===== src/aud_consts.svh =====
/* Aux audio constants */

`ifndef AUD_CONSTS_SVH
`define AUD_CONSTS_SVH

//////////////////////////////////////////////////
// Widths
//////////////////////////////////////////////////

`define AUD_SAMPLE_BITS 16   // One sample word
`define AUD_ADDR_BITS   23   // Word address of memory port

//////////////////////////////////////////////////
// Sizes and timing
//////////////////////////////////////////////////

`define AUD_FIFO_DEPTH  8    // FIFO entries, also initial credits
`define AUD_RING_BITS   16   // Default ring size, log2 of words
`define AUD_PERIOD      643  // Clocks per stereo sample

//////////////////////////////////////////////////
// Register map
//////////////////////////////////////////////////

`define AUD_REG_CTRL    0    // Enable in bit 0, clears underrun
`define AUD_REG_BASE    1    // Ring base, upper address bits

`endif


===== src/aud_pkg.sv =====
/* Aux audio types */

`default_nettype none

`include "aud_consts.svh"

package aud_pkg;

  typedef logic signed [`AUD_SAMPLE_BITS-1:0] sample_t;  // Two's complement sample

  typedef struct packed {
    sample_t left;   // Upper half
    sample_t right;
  } stereo_t;

  typedef logic [`AUD_ADDR_BITS-1:0] mem_addr_t;  // Word address

  typedef struct packed {
    logic      valid;  // Always accepted by memory
    mem_addr_t addr;
  } mem_req_t;

  typedef struct packed {
    logic                        valid;  // In request order
    logic [`AUD_SAMPLE_BITS-1:0] data;   // Raw memory word
  } mem_rsp_t;

  typedef struct packed {
    logic                     valid;  // One-cycle strobe
    logic                     addr;   // CTRL or BASE
    logic [`AUD_ADDR_BITS-1:0] data;
  } reg_wr_t;

endpackage

`default_nettype wire


===== src/aud_regs.sv =====
/* Aux audio registers */

`default_nettype none

`include "aud_consts.svh"

module aud_regs #(
  parameter int RING_BITS = `AUD_RING_BITS  // Offset bits below base
) (
  input  wire logic                              clk_114,
  input  wire logic                              reset,
  input  wire aud_pkg::reg_wr_t                  reg_wr,        // Host write strobe
  input  wire logic                              underrun_set,  // Pulse from pacer
  output logic                                   enable,
  output logic [`AUD_ADDR_BITS-RING_BITS-1:0]    base,
  output logic                                   underrun       // Sticky
);

  localparam int BASE_BITS = `AUD_ADDR_BITS - RING_BITS;

  logic ctrl_wr;  // Write hits CTRL
  logic base_wr;  // Write hits BASE

  assign ctrl_wr = reg_wr.valid && (reg_wr.addr == 1'(`AUD_REG_CTRL));
  assign base_wr = reg_wr.valid && (reg_wr.addr == 1'(`AUD_REG_BASE));

  //////////////////////////////////////////////////
  // Register file
  //////////////////////////////////////////////////

  always_ff @(posedge clk_114) begin
    if (reset) begin
      enable   <= 1'b0;
      base     <= '0;
      underrun <= 1'b0;
    end else begin
      if (ctrl_wr) enable <= reg_wr.data[0];          // Bit 0 only
      if (base_wr) base <= reg_wr.data[BASE_BITS-1:0];  // Low bits of data
      if (underrun_set) begin
        underrun <= 1'b1;    // Set wins over clear
      end else if (ctrl_wr) begin
        underrun <= 1'b0;    // Any CTRL write acks
      end
    end
  end

endmodule

`default_nettype wire


===== src/aud_fetch.sv =====
/* Ring buffer fetcher */

`default_nettype none

`include "aud_consts.svh"

module aud_fetch #(
  parameter int RING_BITS = `AUD_RING_BITS  // Ring size, log2 of words
) (
  input  wire logic                              clk_114,
  input  wire logic                              reset,
  input  wire logic                              enable,
  input  wire logic [`AUD_ADDR_BITS-RING_BITS-1:0] base,
  input  wire aud_pkg::mem_rsp_t                 mem_rsp,
  input  wire logic                              pop,        // Only while not_empty
  output aud_pkg::mem_req_t                      mem_req,
  output aud_pkg::sample_t                       head,       // Oldest FIFO word
  output logic                                   not_empty,
  output logic                                   aux_half    // Half being filled
);

  import aud_pkg::*;

  localparam int DEPTH = `AUD_FIFO_DEPTH;
  localparam int PTR_W = $clog2(DEPTH);
  localparam int CNT_W = $clog2(DEPTH + 1);

  logic [RING_BITS-1:0] offset;            // Offset of next request
  logic [CNT_W-1:0]     credits;           // Free slots not yet requested
  logic [CNT_W-1:0]     outstanding;       // Requests awaiting response
  logic [CNT_W-1:0]     outstanding_next;
  logic [CNT_W-1:0]     count;             // Words held
  logic [PTR_W-1:0]     wr_ptr;
  logic [PTR_W-1:0]     rd_ptr;
  logic                 drain;             // Was flushing last cycle
  logic                 flush;
  logic                 issue;
  logic                 push;
  sample_t              fifo [DEPTH];

  // Stay in flush after re-enable until stale responses are gone
  assign flush = !enable || (drain && (outstanding != '0));
  assign issue = !flush && (credits != '0);  // One credit per request
  assign push  = mem_rsp.valid && !flush;    // Discard while flushing

  assign outstanding_next = outstanding + CNT_W'(issue) - CNT_W'(mem_rsp.valid);

  assign mem_req.valid = issue;
  assign mem_req.addr  = {base, offset};     // Base above ring offset

  assign head      = fifo[rd_ptr];
  assign not_empty = (count != '0);
  assign aux_half  = offset[RING_BITS-1];

  //////////////////////////////////////////////////
  // Credits, ring offset and FIFO pointers
  //////////////////////////////////////////////////

  always_ff @(posedge clk_114) begin
    if (reset) begin
      offset      <= '0;
      credits     <= CNT_W'(DEPTH);  // Full credit
      outstanding <= '0;
      count       <= '0;
      wr_ptr      <= '0;
      rd_ptr      <= '0;
      drain       <= 1'b0;
    end else begin
      drain       <= flush;
      outstanding <= outstanding_next;
      if (flush) begin
        offset <= '0;    // Restart ring
        count  <= '0;
        wr_ptr <= '0;
        rd_ptr <= '0;
        if (outstanding_next == '0) credits <= CNT_W'(DEPTH);  // All discarded
      end else begin
        if (issue) offset <= offset + 1'b1;  // Wraps at ring size
        if (push) wr_ptr <= wr_ptr + 1'b1;
        if (pop) rd_ptr <= rd_ptr + 1'b1;
        count   <= count + CNT_W'(push) - CNT_W'(pop);
        credits <= credits - CNT_W'(issue) + CNT_W'(pop);  // Pop frees a slot
      end
    end
  end

  // Sample storage
  always_ff @(posedge clk_114) begin
    if (push) fifo[wr_ptr] <= sample_t'(mem_rsp.data);
  end

endmodule

`default_nettype wire


===== src/aud_pacer.sv =====
/* Sample pacer */

`default_nettype none

`include "aud_consts.svh"

module aud_pacer #(
  parameter int PERIOD = `AUD_PERIOD  // Clocks per stereo sample
) (
  input  wire logic             clk_114,
  input  wire logic             reset,
  input  wire aud_pkg::sample_t head,          // FIFO head word
  input  wire logic             not_empty,
  output logic                  pop,
  output aud_pkg::stereo_t      aux,           // Paced aux samples
  output logic                  underrun_set   // Pop due on empty FIFO
);

  import aud_pkg::*;

  localparam int CNT_W = $clog2(PERIOD);

  logic [CNT_W-1:0] cnt;      // Period counter
  logic             tick;     // Left phase
  logic             tick_d;   // Right phase
  logic             due;
  sample_t          swapped;

  assign tick    = (cnt == CNT_W'(PERIOD - 1));
  assign due     = tick || tick_d;
  assign pop     = due && not_empty;
  assign underrun_set = due && !not_empty;
  assign swapped = {head[7:0], head[15:8]};  // Memory words are byte swapped

  //////////////////////////////////////////////////
  // Tick, phase and lane registers
  //////////////////////////////////////////////////

  always_ff @(posedge clk_114) begin
    if (reset) begin
      cnt    <= '0;
      tick_d <= 1'b0;
      aux    <= '0;
    end else begin
      cnt    <= tick ? '0 : cnt + 1'b1;
      tick_d <= tick;
      if (pop) begin
        if (tick) begin
          aux.left <= swapped;
        end else begin
          aux.right <= swapped;
        end
      end
    end
  end

endmodule

`default_nettype wire


===== src/aud_mixer.sv =====
/* Saturating stereo mixer */

`default_nettype none

`include "aud_consts.svh"

module aud_mixer (
  input  wire logic             clk_114,
  input  wire logic             reset,
  input  wire aud_pkg::stereo_t native,  // Chipset audio
  input  wire aud_pkg::stereo_t aux,     // Streamed audio
  output aud_pkg::stereo_t      mixed
);

  import aud_pkg::*;

  localparam int W = `AUD_SAMPLE_BITS;

  // Signed add, clamped to the sample range
  function automatic sample_t sat_add(input sample_t a, input sample_t b);
    logic signed [W:0] sum;
    sum = a + b;                          // One guard bit
    if (sum[W] != sum[W-1]) begin         // Overflow
      return sum[W] ? {1'b1, {(W-1){1'b0}}} : {1'b0, {(W-1){1'b1}}};
    end
    return sum[W-1:0];
  endfunction

  always_ff @(posedge clk_114) begin
    if (reset) begin
      mixed <= '0;
    end else begin
      mixed.left  <= sat_add(native.left, aux.left);
      mixed.right <= sat_add(native.right, aux.right);
    end
  end

endmodule

`default_nettype wire


===== src/sd_dac.sv =====
/* Stereo sigma-delta DAC */

`default_nettype none

`include "aud_consts.svh"

module sd_dac (
  input  wire logic             clk_114,
  input  wire logic             reset,
  input  wire aud_pkg::stereo_t mixed,
  output logic                  audio_l,
  output logic                  audio_r
);

  import aud_pkg::*;

  localparam int W = `AUD_SAMPLE_BITS;

  sample_t        lane [2];   // 0 left, 1 right
  logic [W-1:0]   acc  [2];   // Modulator accumulators
  logic [1:0]     bits;       // Registered carries

  assign lane[0] = mixed.left;
  assign lane[1] = mixed.right;
  assign audio_l = bits[0];
  assign audio_r = bits[1];

  // Offset binary via inverted sign, carry out is the pulse density
  always_ff @(posedge clk_114) begin
    if (reset) begin
      acc[0] <= '0;
      acc[1] <= '0;
      bits   <= '0;
    end else begin
      for (int i = 0; i < 2; i++) begin
        {bits[i], acc[i]} <= acc[i] + {~lane[i][W-1], lane[i][W-2:0]};
      end
    end
  end

endmodule

`default_nettype wire


===== src/aud_top.sv =====
/* Aux audio path top level */

`default_nettype none

`include "aud_consts.svh"

module aud_top #(
  parameter int RING_BITS = `AUD_RING_BITS,  // Ring size, log2 of words
  parameter int PERIOD    = `AUD_PERIOD       // Clocks per stereo sample
) (
  input  wire logic              clk_114,
  input  wire logic              reset,
  input  wire aud_pkg::reg_wr_t  reg_wr,
  input  wire aud_pkg::mem_rsp_t mem_rsp,
  input  wire aud_pkg::stereo_t  native,
  output aud_pkg::mem_req_t      mem_req,
  output logic                   audio_l,
  output logic                   audio_r,
  output logic                   aux_half,
  output logic                   underrun
);

  import aud_pkg::*;

  logic                              enable;
  logic [`AUD_ADDR_BITS-RING_BITS-1:0] base;
  logic                              underrun_set;
  sample_t                           head;
  logic                              not_empty;
  logic                              pop;
  stereo_t                           aux;     // Paced stream samples
  stereo_t                           mixed;   // To DAC

  aud_regs #(.RING_BITS(RING_BITS)) aud_regs_i (
    .clk_114, .reset, .reg_wr, .underrun_set, .enable, .base, .underrun
  );

  aud_fetch #(.RING_BITS(RING_BITS)) aud_fetch_i (
    .clk_114, .reset, .enable, .base, .mem_rsp, .pop,
    .mem_req, .head, .not_empty, .aux_half
  );

  aud_pacer #(.PERIOD(PERIOD)) aud_pacer_i (
    .clk_114, .reset, .head, .not_empty, .pop, .aux, .underrun_set
  );

  aud_mixer aud_mixer_i (.clk_114, .reset, .native, .aux, .mixed);

  sd_dac sd_dac_i (.clk_114, .reset, .mixed, .audio_l, .audio_r);

endmodule

`default_nettype wire


===== config.mk =====
export PLATFORM = sky130hd
export DESIGN_NAME = aud_top
export DESIGN_NICKNAME = d
export VERILOG_FILES = /design/src/aud_pkg.sv /design/src/aud_regs.sv /design/src/aud_fetch.sv /design/src/aud_pacer.sv /design/src/aud_mixer.sv /design/src/sd_dac.sv /design/src/aud_top.sv
export VERILOG_INCLUDE_DIRS = /design/src
export SDC_FILE = /design/constraint.sdc
export NUM_CORES = 1
export LEC_CHECK = 0
export ABC_AREA = 1
export BUFFER_PORTS_ARGS = -buffer_cell sky130_fd_sc_hd__buf_2
export CORE_ASPECT_RATIO = 1.25
export CORE_UTILIZATION = 50
export DETAILED_ROUTE_END_ITERATION = 6
export GPL_ROUTABILITY_DRIVEN = 1
export GPL_TIMING_DRIVEN = 1
export PLACE_DENSITY_LB_ADDON = 0.12
export SYNTH_ARGS = -nofsm -noshare
export SYNTH_HDL_FRONTEND = slang
export SYNTH_SLANG_ARGS = --single-unit

===== constraint.sdc =====
create_clock -name clk_114 -period 2.7 [get_ports clk_114]
set_clock_uncertainty 0.1 [all_clocks]
set_input_delay 0 -clock clk_114 [delete_from_list [all_inputs] [get_ports clk_114]]
set_output_delay 0 -clock clk_114 [all_outputs]
set_load 0.005 [all_outputs]

==> metrics.txt <==
Tot GR Track Use=between 20% and 30%; leakage dissipation=roughly 7.3 nW; CP max FO=36; P&R area growth vs syn=18.4%; placed insts=2050; Clock Tree Root=clkbuf_16; crit path time final=between 2000 and 3000 ps; Max Cap Viol=0; M2 GR Usage=roughly two fifths; # setup viols final=0; worst path required time=3090 ps; failing checks=DRC; hold slack=74.1 ps; number of buffers created by CTS=29; max-slew violations=0; worst relative slew slack=approximately 53%; Cell Chain, Critical Path=dlygate4sd3_1, buf_2, inv_4, buf_4, o21ai_0, dlygate4sd3_1, nor2_1, dlygate4sd3_1; share of post-route cells with drive strength above 1=between 10% and 20%; Synth Warn #=0; mapped cell area=about 0.014 mm²; FMAX=392 MHz; setup TNS=0 ps; most used routing layer=met2; Boundary Pins=roughly 100; row count=68; Critical Path Start Type=input port; Via density=5.14; Cell Area, Placed=0.0150 mm²; htree depth=1; fin crit share=a little over nine tenths; DP HPWL=21400 µm; Worst path max stage delay=about 600 ps; RSZ-0062 raised after global routing=false; register area share after synthesis=49.4%; synth cell count leaders=nand2_1, inv_1, nor2_1; post-route design area=0.0167 mm²; syn_nets=1802; top cells by area, synth=edfxtp_1, dfxtp_1, nand2_1, ha_1, inv_1; pwr dens=591 mW/mm²; CTS tree=done; number of I/O port buffers=just under 90; WS Path Type=in2reg; CP Capture Type=flop; most used cell, CP=dlygate4sd3_1; top-count cell post-synth=nand2_1; vias in the first global route=10.9k; largest net degree at the start of global routing=45; clock sink count=284; ys flop type=dfxtp_1; Initial Util=51.0%; clock buffer depth=3; nets@finish=a little under 2k; slack of the critical path=150 ps; initial antenna violation count=0; Async SR Flop Fraction=0%; core region area=around 0.028 mm²; number of diodes=0; total chip power=9.87 mW; GPL Wtd Cong=0.895; Buf/Inv on CP=6; dominant cell type by area after synthesis=edfxtp_1; met1 Use GR=~27%; post-DR wirelength/cell=14.3 µm; Die Width=152 µm; final non-filler cell total=between 2k and 2.5k; Iteration-0 DRC Markers=417; remaining antenna violation count=0; final core utilization=60.4%; Critical-path top delay cell=dlygate4sd3_1; Yosys reg bits=284; count of final hold-check violations=0; global-route wire length before repair=between 50000 and 60000 µm; delay-heaviest family, CP=buffers and inverters; DR vias=11.2k; Worst-Margin Slew=707 ps; post-synth cell types=46; grt total ovfl=0; CTS clk-pin slew, worst paths=about 60 ps; mean post-synth cell area=~8.6 µm²; Post-Route WL=slightly above 30000 µm; Post-synth EDFFs=128; met3 GRT Util=2.55%; pre-CTS WS=222 ps; Die Span Y=190 µm; CP arrival=2940 ps; # DRC=3; worst hold path type=in2reg; VDD IR max=0.563 mV; fillers=around 2.4k; Synth Instances=1635; Worst-Skew Late Latency=approximately 560 ps; status=complete, but fails checks; die footprint=0.0289 mm²; DRT Pass-1 Iters=7; Yosys top cell area share=27.3%
==> sequential cells by signal, summed over array words and instances (netlist names), named ones only <==
name,cells
aud_fetch_i.rd_ptr,3
aud_fetch_i.credits,4
aud_regs_i.base,7
sd_dac_i.bits,2
aud_fetch_i.wr_ptr,3
aud_regs_i.enable,1
aud_fetch_i.count,4
aud_pacer_i.tick_d,1
aud_regs_i.underrun,1
aud_fetch_i.fifo,128
sd_dac_i.acc,32
aud_fetch_i.offset,16
aud_mixer_i.mixed,32
aud_pacer_i.cnt,10
aud_fetch_i.drain,1
aud_fetch_i.outstanding,4
aud_pacer_i.aux,32
==> layout by cell type, fill, tap and decap left out, types with 20 or more instances in the layout <==
cell type	n
a21oi_1	128
edfxtp_1	128
xor2_1	23
o21ai_1	24
nor2_1	184
inv_1	185
nand3_1	43
buf_2	87
nand2_1	290
nor3_1	20
clkbuf_16	29
o22ai_1	32
o21ai_0	132
dfxtp_1	154
dlygate4sd3_1	76
buf_4	25
a21oi_2	29
ha_1	83
==> timing repair <==
action                                  4_1_cts  5_1_grt
hold buffers                                 76        0
resized for setup                             0        9
hold endpoints to repair                    179        0
endpoints found under the setup margin        0       13
buffers inserted                              0        1
==> final cells by class <==
class	count	area, µm²	share of cell area (%)
Clock buffer	34	744	4.46
Clock inverter	20	183	1.09
Inverter	198	746	4.47
Multi-Input combinational cell	1104	6180	37.0
Sequential cell	284	6970	41.7
Tap cell	350	438	2.62
Timing Repair Buffer	191	1440	8.65
==> power breakdown <==
part / total (mW) / internal (mW) / switching [mW] / leakage, nW
clock: 3.91 / 2.26 / 1.65 / 0.451
sequential: 4.73 / 4.66 / 0.0663 / 2.43
combinational: 1.23 / 0.501 / 0.727 / 4.47
==> tightest hold or removal path, cell delays in order <==
cell	delay, ps
buf_2	100
ha_1	250
nand3_1	100
nand2_1	90
a21oi_1	70
nor2_1	70
==> layer usage <==
metal  wire length, µm  vias to the layer above  share of wire [%]
li1                  -                     5842                  -
met1             13600                     5143                 44
met2             15500                      165                 50
met3              1030                       71                3.3
met4               976                        0                3.1
met5                 0                        -                  0
==> cell families after synthesis <==
family / Yosys count / synth area share [%]
adders and majority gates: 91 / 8.45
xor gates and xnor gates: 30 / 1.86
muxes: 3 / 0.213
and+or+nand+nor: 598 / 17.9
buffers and inverters: 247 / 6.97
DFF: 284 / 49.4
AOI/OAI and AO/OA: 382 / 15.2
==> final timing paths <==
check                           slack (ps)  depth (start not counted)                             start                               end
worst min register to register         360                          2  aud_regs_i.underrun$_SDFFE_PP0P_  aud_regs_i.underrun$_SDFFE_PP0P_
worst max-delay path                   150                          8                             reset   aud_regs_i.base[1]$_SDFFE_PP0P_
worst min-delay path                    70                          6                        native[29]  aud_mixer_i.mixed[29]$_SDFF_PP0_
worst max register to register         180                          8  aud_pacer_i.aux[15]$_SDFFE_PP0P_  aud_mixer_i.mixed[15]$_SDFF_PP0_
(Power assumes the default switching activity.)
